[src/hw/sccb_pkg.sv]
package sccb_pkg;

    ////////////////////////////////////////////////////////////////////////////
    // Bus and table constants
    ////////////////////////////////////////////////////////////////////////////

    localparam logic [7:0] SCCB_DEV_ID = 8'h42;       // Camera write ID

    localparam int ROM_ADDR_W = 8;                     // Entry index width

    // Special table words, never sent on the bus
    localparam logic [15:0] ROM_DELAY_CODE = 16'hFFF0;  // Wait instead of write
    localparam logic [15:0] ROM_END_CODE   = 16'hFFFF;  // Table finished

    ////////////////////////////////////////////////////////////////////////////
    // State encodings
    ////////////////////////////////////////////////////////////////////////////

    // Init sequencer
    typedef enum logic [2:0] {
        seq_idle,           // Waiting for start
        seq_fetch,          // ROM address presented
        seq_decode,         // ROM word valid, classify it
        seq_write,          // Waiting for a free write master
        seq_wait_write,     // Write in flight
        seq_delay,          // Counting down a delay entry
        seq_finished        // End code seen, done held
    } seq_state_e;

    // Write master
    typedef enum logic [1:0] {
        bus_idle,           // Bus released high
        bus_start,          // sda low, scl still high
        bus_shift,          // 27 bit slots
        bus_stop            // Stop condition
    } bus_state_e;

endpackage

[src/hw/cam_init_rom.sv]
module cam_init_rom import sccb_pkg::*; (
    input  logic                  clk,
    input  logic [ROM_ADDR_W-1:0] rom_addr,
    output logic [15:0]           rom_data
);

    // Upper byte is the register, lower byte the value
    always_ff @(posedge clk) begin
        case (rom_addr)
            8'd0:  rom_data <= 16'h1280;        // COM7 soft reset
            8'd1:  rom_data <= ROM_DELAY_CODE;  // Let the sensor settle
            8'd2:  rom_data <= 16'h1214;        // COM7 RGB, QVGA
            8'd3:  rom_data <= 16'h1180;        // CLKRC
            8'd4:  rom_data <= 16'h0C04;        // COM3
            8'd5:  rom_data <= 16'h3E19;        // COM14 pclk, no scaling
            8'd6:  rom_data <= 16'h0400;        // COM1 no CCIR656
            8'd7:  rom_data <= 16'h40D0;        // COM15 RGB565 full range
            8'd8:  rom_data <= 16'h3A04;        // TSLB
            8'd9:  rom_data <= 16'h1418;        // COM9 gain ceiling
            // Color matrix
            8'd10: rom_data <= 16'h4FB3;
            8'd11: rom_data <= 16'h50B3;
            8'd12: rom_data <= 16'h5100;
            8'd13: rom_data <= 16'h523D;
            8'd14: rom_data <= 16'h53A7;
            8'd15: rom_data <= 16'h54E4;
            8'd16: rom_data <= 16'h589E;        // Matrix sign bits
            8'd17: rom_data <= 16'h3DC0;        // COM13 gamma on
            // Window and timing
            8'd18: rom_data <= 16'h1715;        // HSTART
            8'd19: rom_data <= 16'h1803;        // HSTOP
            8'd20: rom_data <= 16'h3200;        // HREF
            8'd21: rom_data <= 16'h1903;        // VSTART
            8'd22: rom_data <= 16'h1A7B;        // VSTOP
            8'd23: rom_data <= 16'h0300;        // VREF
            8'd24: rom_data <= 16'h0F41;        // COM6
            8'd25: rom_data <= 16'h1E00;        // MVFP no mirror
            8'd26: rom_data <= 16'h330B;        // CHLF
            8'd27: rom_data <= 16'h3C78;        // COM12
            8'd28: rom_data <= 16'h6900;        // GFIX
            8'd29: rom_data <= 16'h7400;        // REG74
            8'd30: rom_data <= 16'hB084;        // Reserved, color quality
            8'd31: rom_data <= 16'hB10C;        // ABLC1
            8'd32: rom_data <= 16'hB20E;
            8'd33: rom_data <= 16'hB380;        // THL_ST
            // Scaling
            8'd34: rom_data <= 16'h703A;
            8'd35: rom_data <= 16'h7135;
            8'd36: rom_data <= 16'h7211;
            8'd37: rom_data <= 16'h73F1;
            8'd38: rom_data <= 16'hA202;
            // Gamma curve
            8'd39: rom_data <= 16'h7A20;
            8'd40: rom_data <= 16'h7B10;
            8'd41: rom_data <= 16'h7C1E;
            8'd42: rom_data <= 16'h7D35;
            8'd43: rom_data <= 16'h7E5A;
            8'd44: rom_data <= 16'h7F69;
            8'd45: rom_data <= 16'h8076;
            8'd46: rom_data <= 16'h8180;
            8'd47: rom_data <= 16'h8288;
            8'd48: rom_data <= 16'h838F;
            8'd49: rom_data <= 16'h8496;
            8'd50: rom_data <= 16'h85A3;
            8'd51: rom_data <= 16'h86AF;
            8'd52: rom_data <= 16'h87C4;
            8'd53: rom_data <= 16'h88D7;
            8'd54: rom_data <= 16'h89E8;
            // AGC and AEC
            8'd55: rom_data <= 16'h13E0;        // COM8 AGC/AEC off
            8'd56: rom_data <= 16'h0000;        // GAIN
            8'd57: rom_data <= 16'h1000;        // AECH
            8'd58: rom_data <= 16'h0D40;        // COM4
            8'd59: rom_data <= 16'h1418;        // COM9
            8'd60: rom_data <= 16'hA505;        // BD50MAX
            8'd61: rom_data <= 16'hAB07;        // BD60MAX
            8'd62: rom_data <= 16'h2495;        // AEW
            8'd63: rom_data <= 16'h2533;        // AEB
            8'd64: rom_data <= 16'h26E3;        // VPT
            8'd65: rom_data <= 16'h9F78;        // HAECC1
            8'd66: rom_data <= 16'hA068;        // HAECC2
            8'd67: rom_data <= 16'hA103;
            8'd68: rom_data <= 16'hA6D8;        // HAECC3
            8'd69: rom_data <= 16'hA7D8;        // HAECC4
            8'd70: rom_data <= 16'hA8F0;        // HAECC5
            8'd71: rom_data <= 16'hA990;        // HAECC6
            8'd72: rom_data <= 16'hAA94;        // HAECC7
            8'd73: rom_data <= 16'h13E7;        // COM8 AGC/AEC back on
            8'd74: rom_data <= 16'h6907;        // GFIX
            default: rom_data <= ROM_END_CODE;
        endcase
    end

endmodule

[src/hw/cam_sccb_init.sv]
module cam_sccb_init import sccb_pkg::*; #(
    parameter int CLK_DIV      = 62,
    parameter int DELAY_CYCLES = 1_000_000
) (
    input  logic clk,
    input  logic reset,
    input  logic start,
    output logic busy,
    output logic done,
    output logic scl,
    output logic sda_out,
    output logic sda_oe
);

    logic [ROM_ADDR_W-1:0] rom_addr;
    logic [15:0]           rom_data;
    logic                  wr_start;
    logic [7:0]            reg_addr;
    logic [7:0]            reg_data;
    logic                  wr_busy;
    logic                  wr_done;
    logic                  tick;

    cam_init_rom i_cam_init_rom (
        .clk      (clk),
        .rom_addr (rom_addr),
        .rom_data (rom_data)
    );

    init_sequencer #(
        .DELAY_CYCLES (DELAY_CYCLES)
    ) i_init_sequencer (
        .clk      (clk),
        .reset    (reset),
        .start    (start),
        .rom_addr (rom_addr),
        .rom_data (rom_data),
        .wr_start (wr_start),
        .reg_addr (reg_addr),
        .reg_data (reg_data),
        .wr_busy  (wr_busy),
        .wr_done  (wr_done),
        .busy     (busy),
        .done     (done)
    );

    // Runs only while a write is on the bus
    sccb_tick_gen #(
        .CLK_DIV (CLK_DIV)
    ) i_sccb_tick_gen (
        .clk    (clk),
        .reset  (reset),
        .enable (wr_busy),
        .tick   (tick)
    );

    sccb_write_master i_sccb_write_master (
        .clk      (clk),
        .reset    (reset),
        .wr_start (wr_start),
        .reg_addr (reg_addr),
        .reg_data (reg_data),
        .tick     (tick),
        .wr_busy  (wr_busy),
        .wr_done  (wr_done),
        .scl      (scl),
        .sda_out  (sda_out),
        .sda_oe   (sda_oe)
    );

endmodule

[src/hw/init_sequencer.sv]
module init_sequencer import sccb_pkg::*; #(
    parameter int DELAY_CYCLES = 1_000_000
) (
    input  logic                  clk,
    input  logic                  reset,
    input  logic                  start,
    output logic [ROM_ADDR_W-1:0] rom_addr,
    input  logic [15:0]           rom_data,
    output logic                  wr_start,
    output logic [7:0]            reg_addr,
    output logic [7:0]            reg_data,
    input  logic                  wr_busy,
    input  logic                  wr_done,
    output logic                  busy,
    output logic                  done
);

    localparam int DLY_W = $clog2(DELAY_CYCLES + 1);

    seq_state_e       state;
    logic [DLY_W-1:0] delay_cnt;

    assign busy = (state != seq_idle) && (state != seq_finished);
    assign done = (state == seq_finished);

    // Register and value for the write launched after decode
    always_ff @(posedge clk) begin
        if (state == seq_decode) begin
            reg_addr <= rom_data[15:8];
            reg_data <= rom_data[7:0];
        end
    end

    ////////////////////////////////////////////////////////////////////////////
    // Entry walk
    ////////////////////////////////////////////////////////////////////////////

    always_ff @(posedge clk) begin
        if (reset) begin
            state     <= seq_idle;
            rom_addr  <= '0;
            wr_start  <= 1'b0;
            delay_cnt <= '0;
        end else begin
            wr_start <= 1'b0;                       // One-cycle launch
            case (state)
                seq_idle, seq_finished: begin
                    if (start) begin
                        rom_addr <= '0;             // Always restart from entry 0
                        state    <= seq_fetch;
                    end
                end
                seq_fetch: state <= seq_decode;     // ROM latency
                seq_decode: begin
                    if (rom_data == ROM_END_CODE) begin
                        state <= seq_finished;
                    end else if (rom_data == ROM_DELAY_CODE) begin
                        delay_cnt <= DLY_W'(DELAY_CYCLES - 1);
                        state     <= seq_delay;
                    end else if (!wr_busy) begin
                        wr_start <= 1'b1;
                        state    <= seq_wait_write;
                    end else begin
                        state <= seq_write;
                    end
                end
                seq_write: begin
                    if (!wr_busy) begin
                        wr_start <= 1'b1;
                        state    <= seq_wait_write;
                    end
                end
                seq_wait_write: begin
                    if (wr_done) begin
                        rom_addr <= rom_addr + 1'b1;
                        state    <= seq_fetch;
                    end
                end
                seq_delay: begin
                    if (delay_cnt == '0) begin
                        rom_addr <= rom_addr + 1'b1;
                        state    <= seq_fetch;
                    end else begin
                        delay_cnt <= delay_cnt - 1'b1;
                    end
                end
                default: state <= seq_idle;
            endcase
        end
    end

    // Never launch into a write master that is still on the bus
    launch_when_free: assert property (@(posedge clk) disable iff (reset)
        wr_start |-> !wr_busy);

endmodule

[src/hw/sccb_tick_gen.sv]
module sccb_tick_gen #(
    parameter int CLK_DIV = 62
) (
    input  logic clk,
    input  logic reset,
    input  logic enable,
    output logic tick
);

    localparam int CNT_W = (CLK_DIV > 1) ? $clog2(CLK_DIV) : 1;

    logic [CNT_W-1:0] cnt;

    // Quarter-bit strobe, phase restarts with every write
    always_ff @(posedge clk) begin
        if (reset || !enable) begin
            cnt  <= '0;
            tick <= 1'b0;
        end else if (cnt == CNT_W'(CLK_DIV - 1)) begin
            cnt  <= '0;
            tick <= 1'b1;
        end else begin
            cnt  <= cnt + 1'b1;
            tick <= 1'b0;
        end
    end

endmodule

[src/hw/sccb_write_master.sv]
module sccb_write_master import sccb_pkg::*; (
    input  logic       clk,
    input  logic       reset,
    input  logic       wr_start,
    input  logic [7:0] reg_addr,
    input  logic [7:0] reg_data,
    input  logic       tick,
    output logic       wr_busy,
    output logic       wr_done,
    output logic       scl,
    output logic       sda_out,
    output logic       sda_oe
);

    localparam int FRAME_BITS = 27;

    bus_state_e            state;
    logic [4:0]            bit_cnt;     // Slot within the frame
    logic [1:0]            quarter;     // Quarter within a slot
    logic [FRAME_BITS-1:0] frame;
    logic                  dont_care;

    // Ninth bit of each phase, bus released
    assign dont_care = (bit_cnt == 5'd8) || (bit_cnt == 5'd17) || (bit_cnt == 5'd26);

    ////////////////////////////////////////////////////////////////////////////
    // Frame shift register
    ////////////////////////////////////////////////////////////////////////////

    always_ff @(posedge clk) begin
        if (state == bus_idle && wr_start) begin
            frame <= {SCCB_DEV_ID, 1'b0, reg_addr, 1'b0, reg_data, 1'b0};
        end else if (state == bus_shift && tick && quarter == 2'd0) begin
            frame <= {frame[FRAME_BITS-2:0], 1'b0};  // MSB first
        end
    end

    ////////////////////////////////////////////////////////////////////////////
    // Bus sequencing, one step per tick
    ////////////////////////////////////////////////////////////////////////////

    always_ff @(posedge clk) begin
        if (reset) begin
            state   <= bus_idle;
            bit_cnt <= '0;
            quarter <= '0;
            wr_busy <= 1'b0;
            wr_done <= 1'b0;
            scl     <= 1'b1;
            sda_out <= 1'b1;
            sda_oe  <= 1'b1;
        end else begin
            wr_done <= 1'b0;
            case (state)
                bus_idle: begin
                    if (wr_start) begin
                        sda_out <= 1'b0;            // Start: sda falls, scl high
                        wr_busy <= 1'b1;
                        state   <= bus_start;
                    end
                end
                bus_start: begin
                    if (tick) begin
                        scl     <= 1'b0;
                        bit_cnt <= '0;
                        quarter <= '0;
                        state   <= bus_shift;
                    end
                end
                bus_shift: begin
                    if (tick) begin
                        quarter <= quarter + 1'b1;
                        case (quarter)
                            2'd0: begin
                                sda_out <= frame[FRAME_BITS-1];  // scl is low here
                                sda_oe  <= !dont_care;
                            end
                            2'd1, 2'd2: scl <= 1'b1;
                            default: begin
                                scl <= 1'b0;
                                if (bit_cnt == 5'(FRAME_BITS - 1)) begin
                                    state <= bus_stop;
                                end else begin
                                    bit_cnt <= bit_cnt + 1'b1;
                                end
                            end
                        endcase
                    end
                end
                bus_stop: begin
                    if (tick) begin
                        quarter <= quarter + 1'b1;
                        case (quarter)
                            2'd0: begin
                                sda_out <= 1'b0;    // Drive low again before stop
                                sda_oe  <= 1'b1;
                            end
                            2'd1: scl <= 1'b1;
                            default: begin
                                sda_out <= 1'b1;    // Stop: sda rises, scl high
                                wr_busy <= 1'b0;
                                wr_done <= 1'b1;
                                state   <= bus_idle;
                            end
                        endcase
                    end
                end
                default: state <= bus_idle;
            endcase
        end
    end

    // Data moves only in the low phase of scl between start and stop
    sda_setup_low: assert property (@(posedge clk) disable iff (reset)
        (state == bus_shift && $changed(sda_out)) |-> (!scl && $stable(scl)));

endmodule

[config.mk]
export PLATFORM = sky130hd
export DESIGN_NAME = cam_sccb_init
export DESIGN_NICKNAME = d
export VERILOG_FILES = /design/src/hw/sccb_pkg.sv /design/src/hw/cam_init_rom.sv /design/src/hw/cam_sccb_init.sv /design/src/hw/init_sequencer.sv /design/src/hw/sccb_tick_gen.sv /design/src/hw/sccb_write_master.sv
export SDC_FILE = /design/constraint.sdc
export NUM_CORES = 1
export LEC_CHECK = 0
export ABC_AREA = 0
export BUFFER_PORTS_ARGS = -buffer_cell sky130_fd_sc_hd__clkbuf_2
export CORE_MARGIN = 2
export CORE_UTILIZATION = 28
export CTS_CLUSTER_DIAMETER = 200
export DETAILED_ROUTE_END_ITERATION = 8
export MAX_ROUTING_LAYER = met4
export PLACE_DENSITY_LB_ADDON = 0.05
export SYNTH_ARGS = -nofsm -noshare
export SYNTH_HDL_FRONTEND = slang
export SYNTH_SLANG_ARGS = --single-unit
[constraint.sdc]
create_clock -name clk -period 2.4 [get_ports clk]
set_clock_uncertainty 0.15 [all_clocks]
set_input_delay 0.48 -clock clk [delete_from_list [all_inputs] [get_ports clk]]
set_output_delay 0.48 -clock clk [all_outputs]
set_load 0.01 [all_outputs]
==> impl_table.tex, run 1 <==
\begin{tabular}{lr}
\hline
Metric & Value \\
\hline
\multicolumn{2}{l}{\textbf{Outcome}} \\
\quad Result of the run & completed \\
\multicolumn{2}{l}{\textbf{Layout}} \\
\quad Proportion of layout cells with a drive suffix above 1 & roughly 13\% \\
\quad FILL cells & approximately 2.5k \\
\quad Register area & 2540 um\^{}2 \\
\quad Cell area after layout & approximately 7800 um\^{}2 \\
\quad Layout overhead on the synthesized area & 16.1\% \\
\quad Area of the multi-input gates & $\sim$3900 um\^{}2 \\
\quad Antenna fix cells & 0 \\
\quad Final layout net count & about 900 \\
\multicolumn{2}{l}{\textbf{Place}} \\
\quad Hpwl dp & approximately 15 mm \\
\quad Cell area after placement & $\sim$7400 um\^{}2 \\
\quad Final weighted congestion in routability-driven placement & roughly 0.9 \\
\quad Number of buffers added on ports & 7 \\
\quad Post-place setup slack & between 100 and 150 ps \\
\multicolumn{2}{l}{\textbf{Power and ir drop}} \\
\quad Total leakage power & $\sim$2.8 nW \\
\quad Worst vdd rail ir drop & approximately 0.39 mV \\
\quad Power density over cell area & between 600 and 700 nW/um\^{}2 \\
\multicolumn{2}{l}{\textbf{STA}} \\
\quad Setup repair after global routing missed its margin & false \\
\quad Worst setup slack after layout & between 80 and 90 ps \\
\quad Tcrit/Tclk final & a little over nine tenths \\
\quad Final count of hold timing violations & 0 \\
\quad Final Slew Violations & 0 \\
\quad Minimum clock period & $\sim$2300 ps \\
\quad Measured slew at the worst slew-check pin & $\sim$740 ps \\
\quad Number of failing setup endpoints in the final timing report & 0 \\
\quad Sum of negative setup slack & 0 ps \\
\quad Max Clock Freq & 0.431 GHz \\
\quad Rel. slew slack & roughly 50\% \\
\multicolumn{2}{l}{\textbf{Logic synthesis}} \\
\quad Most instantiated cells after synthesis & 104 x nand2\_1, 79 x dfxtp\_1, 64 x a21oi\_1 \\
\quad Netlist area before placement & approximately 6700 um\^{}2 \\
\quad Main flop type after synthesis & dfxtp\_1 \\
\quad Area leader, netlist & dfxtp\_1 \\
\quad Most frequent cell after synthesis & nand2\_1 \\
\quad Synthesized area per cell & between 8 and 9 um\^{}2 \\
\quad Synthesized instance count & slightly above 800 \\
\quad Post-synthesis async set-or-reset flop share & 0\% \\
\quad Count of distinct cell types in the synthesized netlist & 74 \\
\quad Synth Register Bits & between 100 and 150 \\
\quad Synth area leaders & dfxtp\_1 24\%, edfxtp\_1 14\%, ha\_1 6.5\% \\
\quad Number of enable flip-flop cells after synthesis & 32 \\
\quad Yosys warning total & 0 \\
\quad Synthesized Nets & roughly 850 \\
\quad Top cell type's share of synthesized area & between 20\% and 30\% \\
\quad Sequential share of the synthesized area & 37.8\% \\
\multicolumn{2}{l}{\textbf{Route}} \\
\quad DR iter-0 viols & around 460 \\
\quad Vias & roughly 6.1k \\
\quad Number of nets with antenna violations after routing & 0 \\
\quad Final Routed Wirelength & between 20 and 25 mm \\
\quad Number of optimization iterations in the first detailed-route pass & 5 \\
\quad Count of unresolved DRC violations after routing & 0 \\
\quad Post-DR vias/cell & $\sim$5.3 \\
\quad WL per Instance & roughly 18 um \\
\multicolumn{2}{l}{\textbf{Clocking}} \\
\quad Post-cts gate resize count & 0 \\
\quad Post-CTS setup buffer count & 0 \\
\quad TritonCTS clock tree & done \\
\quad CTS HTree Levels & 3 \\
\quad Root Driver & clkbuf\_16 \\
\quad Hold bufs inserted after CTS & 0 \\
\quad Clk Latency, worst-skew pair & between 300 and 400 ps \\
\quad CTS sink count & 111 \\
\quad CTS buffer count & 9 \\
\quad Max clock buf depth & 2 \\
\quad Reg clk slew, reported paths & around 90 ps \\
\multicolumn{2}{l}{\textbf{Critical path}} \\
\quad Endpoint arrival time on the critical path & 2400 ps \\
\quad Worst-path maximum fanout & 7 \\
\quad Startpoint type of the worst setup path & flop \\
\quad Required time at the worst-slack endpoint & 2480 ps \\
\quad Worst setup slack for register-to-register paths & slightly above 80 ps \\
\quad Setup CP Type & reg2reg \\
\quad Kind of end point of the critical path & flop \\
\multicolumn{2}{l}{\textbf{GRT}} \\
\quad Antenna violations before repair & 0 \\
\quad Overall global routing resource usage & $\sim$17\% \\
\quad Number of global-route vias before repair & roughly 5.8k \\
\quad Largest net degree at the start of global routing & 33 \\
\quad First-pass GRT wire length & 32.9 mm \\
\quad Congestion Overflow GR & 0 \\
\multicolumn{2}{l}{\textbf{Job}} \\
\quad Number of maximum-capacitance violations & 0 \\
\multicolumn{2}{l}{\textbf{Floorplanning}} \\
\quad Core Footprint & approximately 24000 um\^{}2 \\
\quad Die boundary width & approximately 160 um \\
\quad Die Height & $\sim$160 um \\
\quad IO Pins & 8 \\
\quad Overall die area & around 25000 um\^{}2 \\
\quad Total number of placement rows & 56 \\
\quad Initial Utilization & 28.5\% \\
\multicolumn{2}{l}{\textbf{Hold path}} \\
\quad Hold WC Path Type & reg2reg \\
\hline
\end{tabular}
cells in the final DEF, fill, tap and decap left out, types with 5 or more instances in the layout:
cell type and count:
a31oi_1 10, o211ai_1 10, or3_1 9, clkbuf_16 9
nand3_1 40, nand4_1 11, nor2b_1 11, nor3_1 21
mux2i_1 9, clkbuf_2 7, ha_1 35, nand2_1 104
buf_4 65, xor2_1 20, inv_1 23, or2_2 5
edfxtp_1 32, o21ai_0 43, nor4_1 6, o22ai_1 6
nand2b_1 16, nor2_1 58, nand3b_1 7, a21oi_1 64
dfxtp_1 77, a21o_1 7, o21bai_1 7, a311oi_1 5
a211oi_1 10, o31ai_1 7, and3_1 11
registers in the layout, indices dropped and copies added, names as in the netlist, 2 cells and up:
name,cells
i_init_sequencer.reg_addr,8
i_init_sequencer.state,3
i_cam_init_rom.rom_data,16
i_sccb_write_master.frame,26
i_sccb_write_master.state,2
i_init_sequencer.rom_addr,8
i_sccb_write_master.quarter,2
i_sccb_write_master.bit_cnt,5
i_init_sequencer.reg_data,8
i_sccb_tick_gen.cnt,6
i_init_sequencer.delay_cnt,20
through the flow:
stage | utilization (%) | hold WS, ps | power [mW] | cells
2_1_floorplan | - | 258 | 3.13 | 811
3_3_place_gp | 31.6 | 273 | 3.64 | 1144
3_5_place_dp | 31.6 | 269 | 3.62 | 1144
4_1_cts | 33.0 | 289 | 5.29 | 1160
5_1_grt | 33.1 | 305 | 5.50 | 1160
6_report | 33.1 | 288 | 5.22 | 1160
path summary, 6_finish.rpt:
path	startpoint	to	depth (start not counted)
max reg2reg	i_init_sequencer.rom_addr[0]	i_cam_init_rom.rom_data[4]	7
min	i_cam_init_rom.rom_data[6]	i_init_sequencer.reg_data[6]	0
min reg2reg	i_cam_init_rom.rom_data[6]	i_init_sequencer.reg_data[6]	0
max	i_init_sequencer.rom_addr[0]	i_cam_init_rom.rom_data[4]	7
final cells by class:
class                           instances  share of cell area (%)
Multi-Input combinational cell        616                    49.7
Inverter                               24                    1.16
Clock inverter                          7                    1.32
Clock buffer                            9                    2.89
Sequential cell                       111                    32.6
Timing Repair Buffer                   74                    7.22
Tap cell                              319                    5.12
worst max-delay path, cell delays in order (launching register included):
cell and delay (ps):
dfxtp_1 330, buf_4 140, ha_1 320, mux2_2 310, mux4_2 470, nor2_1 150
a221oi_1 80, o32a_1 220
layer usage:
layer | track usage [%] | share of wire [%] | vias up
met5 | - | 0 | -
met4 | 5.04 | 2.5 | 0
met3 | 2.98 | 4.0 | 30
met2 | 26.6 | 46 | 167
met1 | 21.9 | 47 | 2902
li1 | - | - | 2996
report_power, final:
| group | internal [mW] | total (mW) | leakage [nW] | switching [mW] |
|---|---|---|---|---|
| Clock | 0.844 | 1.63 | 0.156 | 0.783 |
| Combinational | 0.510 | 1.34 | 1.75 | 0.826 |
| Sequential | 2.14 | 2.26 | 0.936 | 0.117 |
| Total | 3.50 | 5.22 | 2.84 | 1.73 |
kinds of logic after synthesis:
logic type,count (synthesis),share of synthesized area [%]
multiplexers,12,2.01
AND/OR/NAND/NOR,326,24.2
flip-flops,111,37.8
XOR/XNOR,24,3.13
adder cells (fa/ha/maj),35,6.52
AO/OA/AOI/OAI,219,21.3
buffers and inverters,84,4.97
(Power assumes the default switching activity.)
==> run 2, diff against run 1 <==
REMOVE_ABC_BUFFERS = 1   (was not set)
==> run 2 against run 1 <==
Against the previous run: total power increased by 0.44%; largest power group unchanged; final cell count is 0.34% higher; routed wire length up 3.2%; utilization increased by 0.26 points; register-to-register slack got worse by 30 ps; combinational power about the same; first-iteration DRC count is 18% higher; highest routed layer unchanged; flip-flop and latch count unchanged.
==> impl_table.tex, run 2 (synthesized netlist as in run 1, its figures left out) <==
\begin{tabular}{lr}
\hline
Metric & Value \\
\hline
\multicolumn{2}{l}{\textbf{Layout}} \\
\quad Proportion of layout cells with a drive suffix above 1 & 14.0\% (was 13.4\%) \\
\quad Register bank with the most flops & i\_sccb\_write\_master.frame (unchanged) \\
\quad Layout overhead on the synthesized area & 16.9\% (was 16.1\%) \\
\quad Max FFs per register & 26 (unchanged) \\
\quad Commonest non-fill, non-tap cells in the layout & 104 x nand2\_1, 77 x dfxtp\_1, 68 x buf\_4 (was 104 x nand2\_1, 77 x dfxtp\_1, 65 x buf\_4) \\
\quad Final layout net count & 878 (was 874) \\
\quad Most frequent standard cell in the layout excluding fill and tap cells & nand2\_1 (unchanged) \\
\quad Antenna fix cells & 0 (unchanged) \\
\quad Largest registers ranked by flip-flop count & i\_sccb\_write\_master.frame (26), i\_init\_sequencer.delay\_cnt (20), i\_cam\_init\_rom.rom\_data (16) (unchanged) \\
\multicolumn{2}{l}{\textbf{Critical path}} \\
\quad Kind of end point of the critical path & flop (unchanged) \\
\quad Endpoint arrival time on the critical path & 2440 ps (was 2400 ps) \\
\quad Worst-path maximum fanout & 10 (was 7) \\
\quad Worst setup slack for register-to-register paths & 50 ps (was 80 ps) \\
\quad Setup CP Type & reg2reg (unchanged) \\
\quad Required time at the worst-slack endpoint & 2490 ps (was 2480 ps) \\
\quad Reg2Reg Capture Point & i\_cam\_init\_rom.rom\_data[4] (unchanged) \\
\quad Startpoint type of the worst setup path & flop (unchanged) \\
\quad RR Startpoint & i\_init\_sequencer.rom\_addr[0] (unchanged) \\
\quad Worst R2R Path Depth & 8 (was 7) \\
\multicolumn{2}{l}{\textbf{Place}} \\
\quad Final weighted congestion in routability-driven placement & 0.914 (was 0.898) \\
\quad Hpwl dp & 15.5 mm (was 15.2 mm) \\
\quad Post-place setup slack & 29.1 ps (was 101 ps) \\
\quad Number of buffers added on ports & 7 (unchanged) \\
\multicolumn{2}{l}{\textbf{GRT}} \\
\quad Antenna violations before repair & 0 (unchanged) \\
\quad Overall global routing resource usage & 17.6\% (was 16.8\%) \\
\quad Largest net degree at the start of global routing & 39 (was 33) \\
\quad Number of global-route vias before repair & 6121 (was 5834) \\
\quad First-pass GRT wire length & 34.8 mm (was 32.9 mm) \\
\quad Congestion Overflow GR & 0 (unchanged) \\
\multicolumn{2}{l}{\textbf{Floorplanning}} \\
\quad Initial Utilization & 28.5\% (unchanged) \\
\quad Overall die area & 25200 um\^{}2 (unchanged) \\
\quad Core Footprint & 23500 um\^{}2 (unchanged) \\
\quad Die boundary width & 159 um (unchanged) \\
\quad Total number of placement rows & 56 (unchanged) \\
\quad IO Pins & 8 (unchanged) \\
\quad Die Height & 159 um (unchanged) \\
\multicolumn{2}{l}{\textbf{Power and ir drop}} \\
\quad Proportion of power drawn by flip-flops and latches & 42.9\% (was 43.3\%) \\
\quad Internal power consumption & 3.49 mW (was 3.50 mW) \\
\quad Switching component of the power & 1.75 mW (was 1.73 mW) \\
\quad Share of total power in the clock network & 31.4\% (was 31.1\%) \\
\quad Power density over cell area & 668 nW/um\^{}2 (was 670 nW/um\^{}2) \\
\quad Gate power share & 25.6\% (about the same) \\
\quad Switching part of the total & 33.4\% (was 33.0\%) \\
\quad Worst vdd rail ir drop & 0.338 mV (was 0.386 mV) \\
\quad Total leakage power & 2.87 nW (was 2.84 nW) \\
\multicolumn{2}{l}{\textbf{Hold path}} \\
\quad Cells on Worst Hold Path & 0 (unchanged) \\
\quad Worst hold start & i\_cam\_init\_rom.rom\_data[12] (was i\_cam\_init\_rom.rom\_data[6]) \\
\quad Hold-critical path endpoint & i\_init\_sequencer.reg\_addr[4] (was i\_init\_sequencer.reg\_data[6]) \\
\quad Hold WC Path Type & reg2reg (unchanged) \\
\multicolumn{2}{l}{\textbf{Route}} \\
\quad DR iter-0 viols & 537 (was 456) \\
\quad Post-DR vias/cell & 5.30 (was 5.25) \\
\quad Vias & 6171 (was 6095) \\
\quad Final Routed Wirelength & 21.5 mm (was 20.8 mm) \\
\quad Number of nets with antenna violations after routing & 0 (unchanged) \\
\quad WL per Instance & 18.5 um (was 18.0 um) \\
\quad Count of unresolved DRC violations after routing & 0 (unchanged) \\
\quad Number of optimization iterations in the first detailed-route pass & 5 (unchanged) \\
\multicolumn{2}{l}{\textbf{STA}} \\
\quad Setup repair after global routing missed its margin & false (unchanged) \\
\quad Hold slack final & 289 ps (was 288 ps) \\
\quad Minimum clock period & 2350 ps (was 2320 ps) \\
\quad Final count of hold timing violations & 0 (unchanged) \\
\quad Worst setup slack after layout & 52.5 ps (was 80.8 ps) \\
\quad Rel. slew slack & 53.7\% (was 50.3\%) \\
\quad Tcrit/Tclk final & 97.8\% (was 96.6\%) \\
\quad Max Clock Freq & 0.426 GHz (was 0.431 GHz) \\
\quad Number of failing setup endpoints in the final timing report & 0 (unchanged) \\
\quad Measured slew at the worst slew-check pin & 676 ps (was 738 ps) \\
\quad Final Slew Violations & 0 (unchanged) \\
\multicolumn{2}{l}{\textbf{Clocking}} \\
\quad Max clock buf depth & 2 (unchanged) \\
\quad CTS buffer count & 9 (unchanged) \\
\quad Root Driver & clkbuf\_16 (unchanged) \\
\quad Reg clk slew, reported paths & 90 ps (about the same) \\
\quad Post-CTS setup buffer count & 0 (unchanged) \\
\quad Clk Latency, worst-skew pair & 360 ps (was 370 ps) \\
\quad TritonCTS clock tree & done (unchanged) \\
\quad CTS sink count & 111 (unchanged) \\
\quad CTS HTree Levels & 3 (unchanged) \\
\multicolumn{2}{l}{\textbf{Job}} \\
\quad Number of maximum-capacitance violations & 0 (unchanged) \\
\multicolumn{2}{l}{\textbf{Outcome}} \\
\quad Result of the run & completed (unchanged) \\
\hline
\end{tabular}
-- run 2: changes by cell type in the layout (fill, tap and decap cells not counted), sizes merged --
| cell | change |
|---|---|
| clkinvlp | -1 |
| clkinv | +1 |
| buf | +4 |
-- run 2: repair_timing --
item,CTS,global route
setup endpoints to repair,1,8
hold buffers,0,0
gates cloned,0,0
hold endpoints to repair,0,0
gates resized for setup,1,9
-- run 2: critical path: stages, from the launching register on --
cell	delay, ps
dfxtp_1	320
buf_4	140
ha_1	210
buf_4	210
mux2_2	280
mux4_2	450
nor2_1	190
a221oi_1	100
o32a_1	180
-- run 2: layout make-up --
cell class	instances	area (um^2)
fillers	2509	15700
multi-input cells	616	3880
flip-flops and latches	111	2550
repair buffers	78	606
well taps	319	399
clock buffers	9	225
clock inverters	7	104
inverters	24	90.1
-- run 2: metal layers --
layer | up-vias | part of all wire, % | track usage, % | routed length [um]
met5 | - | 0 | - | 0
met4 | 0 | 3.2 | 6.45 | 688
met3 | 40 | 4.0 | 2.51 | 869
met2 | 147 | 45 | 26.6 | 9580
met1 | 2984 | 48 | 24.1 | 10400
li1 | 3000 | - | - | -
-- run 2: worst max path at each step --
stage                                       end  slack (ps)                    startpoint
floorplan            i_cam_init_rom.rom_data[4]        -890  i_init_sequencer.rom_addr[2]
global placement     i_cam_init_rom.rom_data[7]          -8  i_init_sequencer.rom_addr[0]
detailed placement  i_cam_init_rom.rom_data[11]          30  i_init_sequencer.rom_addr[0]
CTS                  i_cam_init_rom.rom_data[7]          50  i_init_sequencer.rom_addr[0]
global route         i_cam_init_rom.rom_data[4]           6  i_init_sequencer.rom_addr[0]
finish               i_cam_init_rom.rom_data[4]          50  i_init_sequencer.rom_addr[0]
-- run 2: power groups by stage --
stage | Clock, mW | Combinational (mW) | Sequential, mW
finish | 1.65 | 1.35 | 2.25
global placement | 0 | 1.34 | 2.29
detailed placement | 0 | 1.32 | 2.30
CTS | 1.71 | 1.33 | 2.26
global route | 1.79 | 1.48 | 2.28
floorplan | 0 | 0.771 | 2.32
-- run 2: through the flow --
stage | util (%) | power, mW | setup TNS [ps] | cell area [um^2] | instances
finish | 33.4 | 5.25 | 0 | 7860 | 1164
global route | 33.4 | 5.55 | 0 | 7860 | 1164
CTS | 33.2 | 5.30 | 0 | 7820 | 1164
detailed placement | 31.8 | 3.62 | 0 | 7480 | 1148
global placement | 31.8 | 3.63 | -13.6 | 7480 | 1148
floorplan | - | 3.09 | -11370 | 6470 | 751
==> run 3, diff against run 2 <==
PLACE_DENSITY_LB_ADDON = 0.2   (was 0.05)
==> run 3 against run 2 <==
Against the previous run: global-route usage down 2.5 points; count of clock-buffer cells in the layout increased by 2; via count is 2.6% lower; sequential power barely moved; routed wire length down 14%; utilization shrank 0.92 points; critical endpoint is now i_cam_init_rom.rom_data[3]; largest cell class unchanged.
==> impl_table.tex, run 3 (synthesized netlist as in run 1, its figures left out) <==
\begin{tabular}{lr}
\hline
Metric & Value \\
\hline
\multicolumn{2}{l}{\textbf{Clocking}} \\
\quad CTS buffer count & 9 (unchanged) \\
\quad Clk Latency, worst-skew pair & 360 ps (about the same) \\
\quad Root Driver & clkbuf\_16 (unchanged) \\
\quad CTS HTree Levels & 3 (unchanged) \\
\quad Post-CTS setup buffer count & 0 (unchanged) \\
\quad Reg clk slew, reported paths & 80 ps (was 90 ps) \\
\quad CTS sink count & 111 (unchanged) \\
\quad TritonCTS clock tree & done (unchanged) \\
\quad Max clock buf depth & 2 (unchanged) \\
\multicolumn{2}{l}{\textbf{Place}} \\
\quad Hpwl dp & 13.3 mm (was 15.5 mm) \\
\quad Final weighted congestion in routability-driven placement & 0.885 (was 0.914) \\
\quad Post-place setup slack & 124 ps (was 29.1 ps) \\
\quad Number of buffers added on ports & 7 (unchanged) \\
\multicolumn{2}{l}{\textbf{Floorplanning}} \\
\quad Overall die area & 25200 um\^{}2 (unchanged) \\
\quad Die Height & 159 um (unchanged) \\
\quad Core Footprint & 23500 um\^{}2 (unchanged) \\
\quad Die boundary width & 159 um (unchanged) \\
\quad Initial Utilization & 28.5\% (unchanged) \\
\quad Total number of placement rows & 56 (unchanged) \\
\quad IO Pins & 8 (unchanged) \\
\multicolumn{2}{l}{\textbf{Hold path}} \\
\quad Hold-critical path endpoint & i\_init\_sequencer.reg\_data[5] (was i\_init\_sequencer.reg\_addr[4]) \\
\quad Worst hold start & i\_cam\_init\_rom.rom\_data[5] (was i\_cam\_init\_rom.rom\_data[12]) \\
\quad Cells on Worst Hold Path & 0 (unchanged) \\
\quad Hold WC Path Type & reg2reg (unchanged) \\
\multicolumn{2}{l}{\textbf{GRT}} \\
\quad Met1 layer usage reported by global route & 20.3\% (was 24.1\%) \\
\quad First-pass GRT wire length & 30.5 mm (was 34.8 mm) \\
\quad Largest net degree at the start of global routing & 75 (was 39) \\
\quad Most utilized layer in the global route result & met2 (unchanged) \\
\quad Global routing met3 resource utilization & 3.00\% (was 2.51\%) \\
\quad Number of global-route vias before repair & 5696 (was 6121) \\
\quad Overall global routing resource usage & 15.1\% (was 17.6\%) \\
\quad Congestion Overflow GR & 0 (unchanged) \\
\quad Routing usage on met2 & 22.5\% (was 26.6\%) \\
\quad Antenna violations before repair & 0 (unchanged) \\
\multicolumn{2}{l}{\textbf{STA}} \\
\quad Hold slack final & 294 ps (was 289 ps) \\
\quad Max Clock Freq & 0.432 GHz (was 0.426 GHz) \\
\quad Tcrit/Tclk final & 96.4\% (was 97.8\%) \\
\quad Setup repair after global routing missed its margin & false (unchanged) \\
\quad Worst setup slack after layout & 85.3 ps (was 52.5 ps) \\
\quad Minimum clock period & 2310 ps (was 2350 ps) \\
\quad Measured slew at the worst slew-check pin & 628 ps (was 676 ps) \\
\quad Number of failing setup endpoints in the final timing report & 0 (unchanged) \\
\quad Final Slew Violations & 0 (unchanged) \\
\quad Rel. slew slack & 57.0\% (was 53.7\%) \\
\quad Final count of hold timing violations & 0 (unchanged) \\
\multicolumn{2}{l}{\textbf{Layout}} \\
\quad Utilization after layout & 32.4\% (was 33.4\%) \\
\quad Largest registers ranked by flip-flop count & i\_sccb\_write\_master.frame (26), i\_init\_sequencer.delay\_cnt (20), i\_cam\_init\_rom.rom\_data (16) (unchanged) \\
\quad Proportion of layout cells with a drive suffix above 1 & 11.6\% (was 14.0\%) \\
\quad Antenna fix cells & 0 (unchanged) \\
\quad Layout overhead on the synthesized area & 13.7\% (was 16.9\%) \\
\quad Register bank with the most flops & i\_sccb\_write\_master.frame (unchanged) \\
\quad Most frequent standard cell in the layout excluding fill and tap cells & nand2\_1 (unchanged) \\
\quad FILL cells & 2510 (was 2509) \\
\quad Final layout net count & 860 (was 878) \\
\quad Commonest non-fill, non-tap cells in the layout & 104 x nand2\_1, 77 x dfxtp\_1, 64 x a21oi\_1 (was 104 x nand2\_1, 77 x dfxtp\_1, 68 x buf\_4) \\
\quad Max FFs per register & 26 (unchanged) \\
\multicolumn{2}{l}{\textbf{Power and ir drop}} \\
\quad Total leakage power & 2.75 nW (was 2.87 nW) \\
\quad Pwr Total & 4.96 mW (was 5.25 mW) \\
\quad Worst vdd rail ir drop & 0.342 mV (was 0.338 mV) \\
\quad Power density over cell area & 649 nW/um\^{}2 (was 668 nW/um\^{}2) \\
\multicolumn{2}{l}{\textbf{Critical path}} \\
\quad Setup CP Type & reg2reg (unchanged) \\
\quad Kind of end point of the critical path & flop (unchanged) \\
\quad Worst-path maximum fanout & 7 (was 10) \\
\quad Worst R2R Path Depth & 7 (was 8) \\
\quad Worst setup slack for register-to-register paths & 90 ps (was 50 ps) \\
\quad Startpoint type of the worst setup path & flop (unchanged) \\
\quad RR Startpoint & i\_init\_sequencer.rom\_addr[0] (unchanged) \\
\quad Cell-by-cell trace of the critical path & inv\_1, ha\_1, nand2b\_1, a311oi\_1, nor4\_1, a311oi\_1, a211o\_1 (was buf\_4, ha\_1, buf\_4, mux2\_2, mux4\_2, nor2\_1, a221oi\_1, o32a\_1) \\
\quad CP max stage cell & a311oi\_1 (was mux4\_2) \\
\quad Largest stage delay on the critical path & 400 ps (was 450 ps) \\
\quad Critical path's most frequent cell & a311oi\_1 (was buf\_4) \\
\quad Required time at the worst-slack endpoint & 2540 ps (was 2490 ps) \\
\quad Reg2Reg Capture Point & i\_cam\_init\_rom.rom\_data[3] (was i\_cam\_init\_rom.rom\_data[4]) \\
\quad Endpoint arrival time on the critical path & 2460 ps (was 2440 ps) \\
\multicolumn{2}{l}{\textbf{Job}} \\
\quad Number of maximum-capacitance violations & 0 (unchanged) \\
\multicolumn{2}{l}{\textbf{Route}} \\
\quad Number of nets with antenna violations after routing & 0 (unchanged) \\
\quad Final Routed Wirelength & 18.5 mm (was 21.5 mm) \\
\quad Post-DR vias/cell & 5.24 (was 5.30) \\
\quad Vias & 6009 (was 6171) \\
\quad DR iter-0 viols & 763 (was 537) \\
\quad Number of optimization iterations in the first detailed-route pass & 5 (unchanged) \\
\quad WL per Instance & 16.1 um (was 18.5 um) \\
\quad Count of unresolved DRC violations after routing & 0 (unchanged) \\
\multicolumn{2}{l}{\textbf{Outcome}} \\
\quad Result of the run & completed (unchanged) \\
\hline
\end{tabular}
run 3: routing by layer:
metal / up-vias / part of all wire, % / wire length [um]
met5: - / 0 / 0
met4: 0 / 2.7 / 493
met3: 45 / 5.1 / 946
met2: 205 / 44 / 8110
met1: 2794 / 48 / 8920
li1: 2965 / - / -
run 3: cell type report:
class	instances	area [um^2]	share of cell area [%]
sequential	111	2540	33.3
tap	319	399	5.23
timing repair buffer	60	470	6.16
clock inverter	5	42.5	0.557
multi-input combinational	616	3860	50.5
inverter	24	90.1	1.18
clock buffer	11	234	3.06
run 3: timing repair:
item	CTS	global route
hold buffers	0	0
resized for setup	0	6
setup endpoints to repair	0	11
run 3: power by group:
part	total [mW]	switching, mW	internal, mW	leakage, nW
combinational	1.26	0.783	0.481	1.68
clock	1.44	0.718	0.723	0.135
sequential	2.26	0.113	2.14	0.936
total	4.96	1.61	3.35	2.75
run 3: worst max-delay path, delay by kind of cell, from the launching register on:
kind	cells	cell delay [ps]
AO/OA/AOI/OAI	3	900
adder cells (fa/ha/maj)	1	380
buffers and inverters	1	180
flip-flops	1	310
AND/OR/NAND/NOR	2	320
run 3: through the flow:
step	cells	setup TNS (ps)	instance area, um^2
2_1_floorplan	751	-11370	6470
5_1_grt	1146	0	7640
6_report	1146	0	7640
4_1_cts	1146	0	7620
3_3_place_gp	1130	0	7350
3_5_place_dp	1130	0	7350
run 3: how the worst max path moves through the flow:
stage,from,to,slack [ps]
floorplan,i_init_sequencer.rom_addr[2],i_cam_init_rom.rom_data[4],-890
finish,i_init_sequencer.rom_addr[0],i_cam_init_rom.rom_data[3],90
global placement,i_init_sequencer.rom_addr[0],i_cam_init_rom.rom_data[3],90
CTS,i_init_sequencer.delay_cnt[0],i_init_sequencer.state[2],110
detailed placement,i_init_sequencer.delay_cnt[0],i_init_sequencer.state[2],120
global route,i_init_sequencer.rom_addr[1],i_cam_init_rom.rom_data[3],4
